[src/include/alu_consts.svh]
// ALU constants
// widths shared by the execute stage datapath and branch logic
`ifndef ALU_CONSTS_SVH
`define ALU_CONSTS_SVH

// operand and result width
`define XLEN 32

// shift amount field taken from the low bits of the b operand
`define SHAMT_W 5

// 2-bit branch history counter
`define HIST_W 2

`endif

[src/hw/exec_pkg.sv]
// execute stage types
// word, PC and history types plus the ALU and branch opcode enums
`include "alu_consts.svh"

package exec_pkg;

   // operand or result word
   typedef logic [`XLEN-1:0] word_t;

   // halfword aligned PC, bit 0 is implied zero
   typedef logic [`XLEN-1:1] pc_t;

   // branch history counter
   typedef logic [`HIST_W-1:0] hist_t;

   // ALU operation from decode
   typedef enum logic [3:0] {
      OP_NONE = 4'd0,
      OP_ADD  = 4'd1,
      OP_SUB  = 4'd2,
      OP_SLT  = 4'd3,
      OP_SLTU = 4'd4,
      OP_AND  = 4'd5,
      OP_OR   = 4'd6,
      OP_XOR  = 4'd7,
      OP_SLL  = 4'd8,
      OP_SRL  = 4'd9,
      OP_SRA  = 4'd10
   } alu_op_t;

   // branch kind from decode
   typedef enum logic [2:0] {
      BR_NONE = 3'd0,
      BR_EQ   = 3'd1,
      BR_NE   = 3'd2,
      BR_LT   = 3'd3,
      BR_GE   = 3'd4,
      BR_LTU  = 3'd5,
      BR_GEU  = 3'd6,
      BR_JAL  = 3'd7
   } br_op_t;

endpackage

[src/hw/alu_shifter.sv]
// ALU shifter
// sll, srl and sra from a single right shift of a 63-bit extended operand
// left shifts shift right by the complement amount and mask the low bits
`include "alu_consts.svh"

module alu_shifter (
   input  exec_pkg::word_t    a,
   input  logic [`SHAMT_W-1:0] shamt,
   input  exec_pkg::alu_op_t  op,
   output exec_pkg::word_t    shifted
);
   import exec_pkg::*;

   logic                  is_sll;
   logic                  is_sra;
   logic [`SHAMT_W-1:0]   amount;
   logic [2*`XLEN-2:0]    extended;
   logic [2*`XLEN-2:0]    shifted_long;
   word_t                 mask;

   assign is_sll = (op == OP_SLL);
   assign is_sra = (op == OP_SRA);

   // 32 minus the amount for left shifts, modulo 32
   assign amount = is_sll ? (`SHAMT_W'(0) - shamt) : shamt;

   // low half is always the operand
   assign extended[`XLEN-1:0] = a;

   // upper half holds sign copies for sra or the low bits for sll
   assign extended[2*`XLEN-2:`XLEN] = ({(`XLEN-1){is_sra}} & {(`XLEN-1){a[`XLEN-1]}}) |
                                      ({(`XLEN-1){is_sll}} & a[`XLEN-2:0]);

   assign shifted_long = extended >> amount;

   // clear the bits that wrapped in from the top on a left shift
   assign mask = {`XLEN{1'b1}} << ({`SHAMT_W{is_sll}} & shamt);

   assign shifted = shifted_long[`XLEN-1:0] & mask;

endmodule

[src/hw/alu_datapath.sv]
// ALU datapath
// adder, comparator, logic unit and shifter with an AND-OR result select
// the result and PC are registered for the next pipeline stage
`include "alu_consts.svh"

module alu_datapath (
   input  logic              clk,
   input  logic              rst,
   input  logic              enable,
   input  logic              valid_in,
   input  exec_pkg::alu_op_t alu_op,
   input  exec_pkg::br_op_t  br_op,
   input  exec_pkg::word_t   a_in,
   input  exec_pkg::word_t   b_in,
   input  exec_pkg::pc_t     pc_in,
   input  exec_pkg::pc_t     link_addr,
   output exec_pkg::word_t   sum,
   output logic              eq,
   output logic              lt_s,
   output logic              lt_u,
   output exec_pkg::word_t   result_ff,
   output exec_pkg::pc_t     pc_ff
);
   import exec_pkg::*;

   logic  sub_sel;
   logic  sel_add;
   logic  sel_shift;
   logic  sel_pc;
   logic  sel_alu;
   logic  slt_bit;
   word_t b_mux;
   word_t logic_out;
   word_t shift_out;
   word_t result;

   // adder, subtract inverts b and adds the carry in
   assign sub_sel = (alu_op == OP_SUB);
   assign b_mux   = sub_sel ? ~b_in : b_in;
   assign sum     = a_in + b_mux + word_t'(sub_sel);

   // comparator shared by slt and the branch resolver
   assign eq   = (a_in == b_in);
   assign lt_s = ($signed(a_in) < $signed(b_in));
   assign lt_u = (a_in < b_in);

   // logic unit
   assign logic_out = ({`XLEN{alu_op == OP_AND}} & (a_in & b_in)) |
                      ({`XLEN{alu_op == OP_OR}}  & (a_in | b_in)) |
                      ({`XLEN{alu_op == OP_XOR}} & (a_in ^ b_in));

   alu_shifter shifter_i (
      .a       (a_in),
      .shamt   (b_in[`SHAMT_W-1:0]),
      .op      (alu_op),
      .shifted (shift_out)
   );

   assign sel_add   = (alu_op == OP_ADD) || (alu_op == OP_SUB);
   assign sel_shift = (alu_op == OP_SLL) || (alu_op == OP_SRL) || (alu_op == OP_SRA);
   assign slt_bit   = ((alu_op == OP_SLT) & lt_s) | ((alu_op == OP_SLTU) & lt_u);

   // jal overrides the ALU op with the link address
   assign sel_pc  = (br_op == BR_JAL);
   assign sel_alu = ~sel_pc;

   assign result = ({`XLEN{sel_alu & sel_add}}   & sum)                          |
                   ({`XLEN{sel_alu & sel_shift}} & shift_out)                    |
                   ({`XLEN{sel_alu}}             & logic_out)                    |
                   ({`XLEN{sel_alu}}             & {{(`XLEN-1){1'b0}}, slt_bit}) |
                   ({`XLEN{sel_pc}}              & {link_addr, 1'b0});

   // result register, loads only for a valid op in an enabled cycle
   always_ff @(posedge clk)
   begin
      if (rst)
      begin
         result_ff <= '0;
      end
      else if (enable && valid_in)
      begin
         result_ff <= result;
      end
   end

   // every PC passes through here, valid or not
   always_ff @(posedge clk)
   begin
      if (rst)
      begin
         pc_ff <= '0;
      end
      else if (enable)
      begin
         pc_ff <= pc_in;
      end
   end

endmodule

[src/hw/branch_resolve.sv]
// branch resolver
// decides the branch outcome, checks it against the prediction and
// produces the flush levels, flush path, link address and new history
`include "alu_consts.svh"

module branch_resolve (
   input  logic             valid_in,
   input  exec_pkg::br_op_t br_op,
   input  exec_pkg::pc_t    pc_in,
   input  logic [12:1]      brimm_in,
   input  exec_pkg::word_t  sum,
   input  logic             eq,
   input  logic             lt_s,
   input  logic             lt_u,
   input  logic             predict_t,
   input  logic             predict_nt,
   input  exec_pkg::hist_t  hist_in,
   input  logic             flush_upper_x,
   input  logic             flush_lower_r,
   output exec_pkg::pc_t    link_addr,
   output logic             taken_out,
   output logic             misp_out,
   output exec_pkg::hist_t  hist_out,
   output logic             pred_correct,
   output logic             flush_upper,
   output logic             flush_final,
   output exec_pkg::pc_t    flush_path
);
   import exec_pkg::*;

   logic is_jal;
   logic taken;
   logic mispredict;
   logic redirect;

   // branch target or jal link address, pc plus the sign extended offset
   assign link_addr = pc_in + {{(`XLEN-13){brimm_in[12]}}, brimm_in};

   assign is_jal = (br_op == BR_JAL);

   always_comb
   begin
      case (br_op)
         BR_EQ:   taken = eq;
         BR_NE:   taken = ~eq;
         BR_LT:   taken = lt_s;
         BR_GE:   taken = ~lt_s;
         BR_LTU:  taken = lt_u;
         BR_GEU:  taken = ~lt_u;
         BR_JAL:  taken = 1'b1;
         default: taken = 1'b0;
      endcase
   end

   assign taken_out = taken;

   // wrong direction in either sense
   assign mispredict = (predict_t & ~taken) | (predict_nt & taken);

   // tells next-PC logic the flush path is not needed, never for jal
   assign pred_correct = valid_in & ~is_jal &
                         ((predict_t & taken) | (predict_nt & ~taken));

   assign redirect = (is_jal | mispredict) & valid_in & ~flush_upper_x;

   assign flush_upper = redirect & ~flush_lower_r;
   assign flush_final = redirect | flush_lower_r;

   // adder holds the jal target, otherwise the opposite of the prediction
   assign flush_path = is_jal ? sum[`XLEN-1:1] : link_addr;

   assign misp_out = mispredict & ~flush_upper_x & ~flush_lower_r;

   // 2-bit history update
   // 00 -> 01/10, 01 -> 01/00, 10 -> 00/11, 11 -> 10/11 (not taken/taken)
   assign hist_out[1] = (hist_in[1] & hist_in[0]) | (~hist_in[0] & taken);
   assign hist_out[0] = (~hist_in[1] & ~taken) | (hist_in[1] & taken);

endmodule

[src/hw/alu_top.sv]
// integer execute stage top
// connects the ALU datapath to the branch resolver
// the resolver sends the link address back for jal results
module alu_top (
   input  logic              clk,
   input  logic              rst,
   input  logic              enable,
   input  logic              valid_in,
   input  exec_pkg::alu_op_t alu_op,
   input  exec_pkg::br_op_t  br_op,
   input  exec_pkg::word_t   a_in,
   input  exec_pkg::word_t   b_in,
   input  exec_pkg::pc_t     pc_in,
   input  logic [12:1]       brimm_in,
   input  logic              predict_t,
   input  logic              predict_nt,
   input  exec_pkg::hist_t   hist_in,
   input  logic              flush_upper_x,
   input  logic              flush_lower_r,
   output exec_pkg::word_t   result_ff,
   output exec_pkg::pc_t     pc_ff,
   output logic              taken_out,
   output logic              misp_out,
   output exec_pkg::hist_t   hist_out,
   output logic              pred_correct,
   output logic              flush_upper,
   output logic              flush_final,
   output exec_pkg::pc_t     flush_path
);
   import exec_pkg::*;

   word_t sum;
   logic  eq;
   logic  lt_s;
   logic  lt_u;
   pc_t   link_addr;

   alu_datapath datapath_i (
      .clk       (clk),
      .rst       (rst),
      .enable    (enable),
      .valid_in  (valid_in),
      .alu_op    (alu_op),
      .br_op     (br_op),
      .a_in      (a_in),
      .b_in      (b_in),
      .pc_in     (pc_in),
      .link_addr (link_addr),
      .sum       (sum),
      .eq        (eq),
      .lt_s      (lt_s),
      .lt_u      (lt_u),
      .result_ff (result_ff),
      .pc_ff     (pc_ff)
   );

   branch_resolve resolve_i (
      .valid_in      (valid_in),
      .br_op         (br_op),
      .pc_in         (pc_in),
      .brimm_in      (brimm_in),
      .sum           (sum),
      .eq            (eq),
      .lt_s          (lt_s),
      .lt_u          (lt_u),
      .predict_t     (predict_t),
      .predict_nt    (predict_nt),
      .hist_in       (hist_in),
      .flush_upper_x (flush_upper_x),
      .flush_lower_r (flush_lower_r),
      .link_addr     (link_addr),
      .taken_out     (taken_out),
      .misp_out      (misp_out),
      .hist_out      (hist_out),
      .pred_correct  (pred_correct),
      .flush_upper   (flush_upper),
      .flush_final   (flush_final),
      .flush_path    (flush_path)
   );

endmodule

[config.mk]
export PLATFORM = sky130hd
export DESIGN_NAME = alu_top
export DESIGN_NICKNAME = d
export VERILOG_FILES = /design/src/hw/exec_pkg.sv /design/src/hw/alu_shifter.sv /design/src/hw/alu_datapath.sv /design/src/hw/branch_resolve.sv /design/src/hw/alu_top.sv
export VERILOG_INCLUDE_DIRS = /design/src /design/src/include
export SDC_FILE = /design/constraint.sdc
export NUM_CORES = 1
export LEC_CHECK = 0
export ABC_AREA = 0
export BUFFER_PORTS_ARGS = -buffer_cell sky130_fd_sc_hd__buf_2
export CAP_MARGIN = 20
export CORE_ASPECT_RATIO = 0.8
export CORE_MARGIN = 5
export CORE_UTILIZATION = 25
export DETAILED_ROUTE_END_ITERATION = 6
export PLACE_DENSITY = 0.55
export SYNTH_ARGS = -nofsm -noshare
export SYNTH_HDL_FRONTEND = slang
export SYNTH_HIERARCHICAL = 1
export SYNTH_SLANG_ARGS = --single-unit
[constraint.sdc]
create_clock -name clk -period 5.93 [get_ports clk]
set_clock_uncertainty 0.1 [all_clocks]
set_input_delay 1.4825 -clock clk [delete_from_list [all_inputs] [get_ports clk]]
set_output_delay 1.4825 -clock clk [all_outputs]
set_load 0.05 [all_outputs]
# [Word level (Yosys, flattened, before mapping)]
# Index checks and enable logic that the tools add are counted.
[classes] div=0 n_mux=4 eq_ne=18 mul=0 n_reduce_logical=4 order_cmp=2 shift=2 addsub=4 bitwise=58
[ops] cell="32-bit bitwise AND" count=9
[ops] cell="32-bit bitwise OR" count=7
[ops] cell="32-bit < comparator" count=2
[ops] cell="63-bit by 5-bit right shift with 32-bit output" count=1
[ops] cell="31-bit bitwise AND" count=2
[ops] cell="32-bit by 1-bit adder with 32-bit output" count=1
[ops] cell="32-bit adder" count=1
[ops] cell="32-bit by 1-bit bitwise AND with 32-bit output" count=1
[ops] cell="32-bit == test" count=1
[ops] cell="32-bit 2-to-1 mux" count=1
[ops] cell="32-bit NOT" count=1
[ops] cell="32-bit by 5-bit << shifter with 32-bit output, first input constant" count=1
[ops] cell="32-bit bitwise XOR" count=1
[ops] cell="31-bit adder" count=1
[ops] cell="31-bit 2-to-1 mux" count=1
[ops] cell="31-bit bitwise OR" count=1
[ops] cell="1-bit bitwise AND" count=19
[ops] cell="4-bit by 3-bit == test with 1-bit output, second input constant" count=4
[ops] cell="3-bit == test, second input constant" count=4
[ops] cell="4-bit == test, second input constant" count=3
[ops] cell="1-bit NOT" count=9
[ops] cell="4-bit by 2-bit == test with 1-bit output, second input constant" count=2
[ops] cell="1-bit bitwise OR" count=7
[ops] cell="1-bit case mux with 7 select lines" count=1
[ops] cell="8 further kinds" count=11
[word_totals] ramBits=0 n_memories=0 latch_bits=0 in_bits=124 reg_bits=63 rom_bits=0

# [Depth between registers and ports, before layout]
[logic_depth] depth_word=10 mapped_depth=21

# [Cells and area by module]
# Netlist, hierarchy kept.
[by_module_without_submodules] mod="alu_datapath" area_per_inst_um2=7449.6 instances=1 seq_area_each_um2=1261.2 cells_each=981
[by_module_without_submodules] mod="alu_shifter" area_per_inst_um2=4415.5 instances=1 seq_area_each_um2=0.0 cells_each=665
[by_module_without_submodules] mod="branch_resolve" area_per_inst_um2=2279.7 instances=1 seq_area_each_um2=0.0 cells_each=350

# [Worst setup path before layout]
# No wires, ideal clock.
[synth_path] kind="input -> output" from="input alu_op[1]" to="output flush_path[27]" stages=15 required_time_ns=4.348 arrival_ns=5.546 n_path_buf=3 path_slack_ns=-1.199 cell_sequence="buf_4 -> nor4b_2 -> buf_2 -> buf_1 -> mux2i_1 -> fa_1 -> nand2b_1 -> a21oi_1 -> o21ai_0 -> a2111oi_0 -> o2111ai_1 -> nand3_1 -> and2_1 -> o21ai_0 -> nor3_1"
[synth_between] elab_chain_len=5
[synth_lines] item="start: declaration" line="alu_top.sv:9" rtl="input exec_pkg::alu_op_t alu_op,"
[synth_lines] item="4-bit by 2-bit == test with 1-bit output (*)" line="alu_datapath.sv:38" rtl="assign sub_sel = (alu_op == OP_SUB);"
[synth_lines] item="32-bit 2-to-1 mux" line="alu_datapath.sv:39" rtl="assign b_mux = sub_sel ? ~b_in : b_in;"
[synth_lines] item="32-bit adder" line="alu_datapath.sv:40" rtl="assign sum = a_in + b_mux + word_t'(sub_sel);"
[synth_lines] item="32-bit by 1-bit adder with 32-bit output (*)" line="alu_datapath.sv:40"
[synth_lines] item="via sum[28]" line="alu_top.sv:32" rtl="word_t sum;"
[synth_lines] item="31-bit 2-to-1 mux (*)" line="branch_resolve.sv:70" rtl="assign flush_path = is_jal ? sum[`XLEN-1:1] : link_addr;"
[synth_lines] item="end: declaration" line="alu_top.sv:28" rtl="output exec_pkg::pc_t flush_path"
# Mark *: on every way through the listed nets, which the timed path passes. The rest lies on a longest branch.

# [Worst setup path after layout]
[layout_path] from="input alu_op[2]" to="output flush_path[29]"
# The elaborated chain is that of the path after synthesis.

==> flow_summary.toml <==
[cts]
cts_sinks = 63
cts_max_level = 3
insertion_delay_ps = 360
cts_tree = "yes"
cts_root_buffer = "clkbuf_16"
numCtsBuffers = 9
hold_buffers = 0
clkTransAtPathRegs_ps = 60
cts_buffer_depth = 2

[sta]
relSlewSlack_pct = 29.94
worst_pin_slew_ps = 1051
fmax_ghz = 0.1579
hold_viol = 0
timing.final.ws_setup_ps = -403.7
fin_crit_sh_pct = 106.8
slew_viol_final = 0
setup_viol = 23
period_needed_ps = 6334
grt_setup_unrepaired = "yes"

[critical_path]
cpMaxStageDelayCell = "nor4b_4"
cp_max_fo = 6
critPathMaxStageDelay_ps = 330
crit_path_frequent_cell = "buf_8"
cp_data_arrival_time_ps = 4750
cpLargestDelayFamily = "buffers and inverters"
cp.required_ps = 4350
cp-end-kind = "primary output"
critPathBufInv = 8
startpoint_type = "input pin"
worstSetupPathType = "in -> out"
crit_chain = "buf_8, nor4b_4, buf_12, buf_8, buf_8, xnor2_2, ha_4, buf_6, o211ai_1, a21oi_4, buf_6, o21a_1, a21o_1, a21oi_2, buf_6, o211ai_1, xor2_1, mux2_4, buf_8"

[global_route]
grtUsageTotal_pct = 24.23
grt_pass1_vias = 17160
grt_max_degree = 76
grt-ovfl-total = 0
grt_pass1_wl_microns = 114000
grt_antenna_before_repair = 3

[place]
portBuffers = 224
hpwlAfterDp_microns = 63570
globalplace.congestion = 0.9989

[route]
drt_iter0_markers = 1782
antenna_left = 0
routed_via_density = 5.567
drc = 0
vias = 18120
routedWlPerCell_microns = 24.28
dr.pass1.iters = 5
drt_wl_total_microns = 79020

[synthesis]
synth_common_cells = "nand2_1 (220), nor2_1 (171), a21oi_1 (163), ha_1 (160), o21ai_0 (145)"
yosys.cell_count.top_type = "nand2_1"
synth_area_sq_um = 14140
synthTopCellsByArea = "ha_1 (14%), dfxtp_1 (8.9%), mux2i_1 (7.6%)"
synth_cell_type_count = 97
syn_nets = 2282
async_flop_share_pct = 0
synth_edf_count = 0
postSynthAreaPerCell_sq_um = 7.087
ys_ff_latch = 63
synth-main-ff-cell = "dfxtp_1"
ys_seq_area_share_pct = 8.916
yosysWarnings = 6
synth_top_area_share_pct = 14.15
syn-instance-count = 1996
yosysTopAreaCell = "ha_1"

[floorplanning]
core_sq_um = 56410
dieArea_sq_um = 61470
die_y_microns = 222.8
rows = 78
die_w_microns = 275.9
start_util_pct = 25.08
io_pins = 225

[pwr]
swShare_pct = 49.37
internal_power_w = 0.001890
p_seq_share_pct = 12.6
share_comb_of_total_power_pct = 70.6
netSwitchingPower_w = 0.001843
leakage_nw = 9.543
peakVddDrop_v = 0.0001288
power_density_nw_per_um2 = 178.8
p_clk_share_pct = 16.8
p_total_w = 0.003734

[run_status]
status = "complete, but fails checks"
violations = "setup timing"

[hold_path]
min_path_type = "reg -> reg"

[finish]
fill_cells = 6039
nets = 2774
drive_above_1_share_pct = 36.14
syn_to_final_growth_pct = 47.62
fin_util_pct = 37.02

[run]
cap_violations = 0
==> power groups by stage <==
| stage | combinational, W | sequential (W) | clock [W] |
|---|---|---|---|
| 2_1_floorplan | 0.00120 | 0.000572 | 0 |
| 3_3_place_gp | 0.00224 | 0.000479 | 0 |
| 3_5_place_dp | 0.00225 | 0.000480 | 0 |
| 4_1_cts | 0.00243 | 0.000470 | 0.000639 |
| 6_report | 0.00264 | 0.000470 | 0.000626 |
| 5_1_grt | 0.00277 | 0.000473 | 0.000658 |
==> routing by layer <==
layer  vias up  track usage, %  share of wire [%]
met4         2           5.347                2.6
met2       878           35.34                 42
met1      8823           37.22                 48
met5         -               0              0.016
li1       8308               -                  -
met3       111           3.660                7.9
==> layout by cell type (no fill, tap or decap), drive strengths merged, types with 38 or more instances in the layout <==
cell type / instances
a21oi: 163
a221oi: 39
a22oi: 38
buf: 619
dfxtp: 63
ha: 160
inv: 113
mux2i: 109
nand2: 222
nand3: 45
nor2: 172
nor3: 58
o21ai: 151
xnor2: 75
==> flip-flops by register name, indices dropped and copies added, names as in the netlist <==
signal,count
datapath_i/pc_ff,31
datapath_i/result_ff,32
==> worst min-delay path, cell delays in order (launching register included) <==
cell and delay (ps):
dfxtp_1 320, mux2i_1 60, nor2_1 70
==> kinds of logic (layout without fill, tap and decap cells) <==
kind of cell	Yosys count	count (layout)	share of synthesized area (%)
mux	159	159	13.29
flops	63	63	8.916
fa+ha+maj	162	162	14.44
xor+xnor	96	96	5.944
compound gates	621	621	29.03
simple gates	635	635	21.11
buf+inv	260	757	7.280
other cells	0	2	0
==> area by class of cell <==
type	count	area, sq um	area share [%]
repair buffers	626	4671	22.37
multi-input cells	1673	13220	63.30
well taps	760	950.9	4.554
diodes	2	5.005	0.02397
clock buffers	10	239.0	1.145
inverters	115	444.2	2.127
flip-flops and latches	63	1261	6.040
clock inverters	6	92.59	0.4434
==> through the flow <==
step	hold slack, ps	TNS, ps	worst slack, ps	instance area [sq um]	instances
2_1_floorplan	604.5	-372.6	-204.9	14250	1996
3_3_place_gp	369.6	-12600	-655.2	18610	3204
3_5_place_dp	377.7	-14320	-733.8	18610	3204
4_1_cts	392.9	-4861	-396.1	19780	3234
5_1_grt	410.2	-8645	-554.4	20880	3254
6_report	389.3	-5964	-403.7	20880	3255
==> what timing repair did <==
action                     CTS  global route
buffers inserted            18            25
setup endpoints to repair   32            35
gates resized for setup    179           203
pin swaps                   55            77
==> worst paths after layout <==
path | depth (start not counted) | endpoint | from | slack [ps]
worst max-delay path | 19 | flush_path[29] | alu_op[2] | -400
worst min-delay path | 2 | datapath_i/pc_ff[14] | datapath_i/pc_ff[14] | 390
worst max register to register | 4 | datapath_i/result_ff[27] | datapath_i/result_ff[27] | 4600
worst min register to register | 2 | datapath_i/pc_ff[14] | datapath_i/pc_ff[14] | 390
Power figures use the tool's default switching activity.
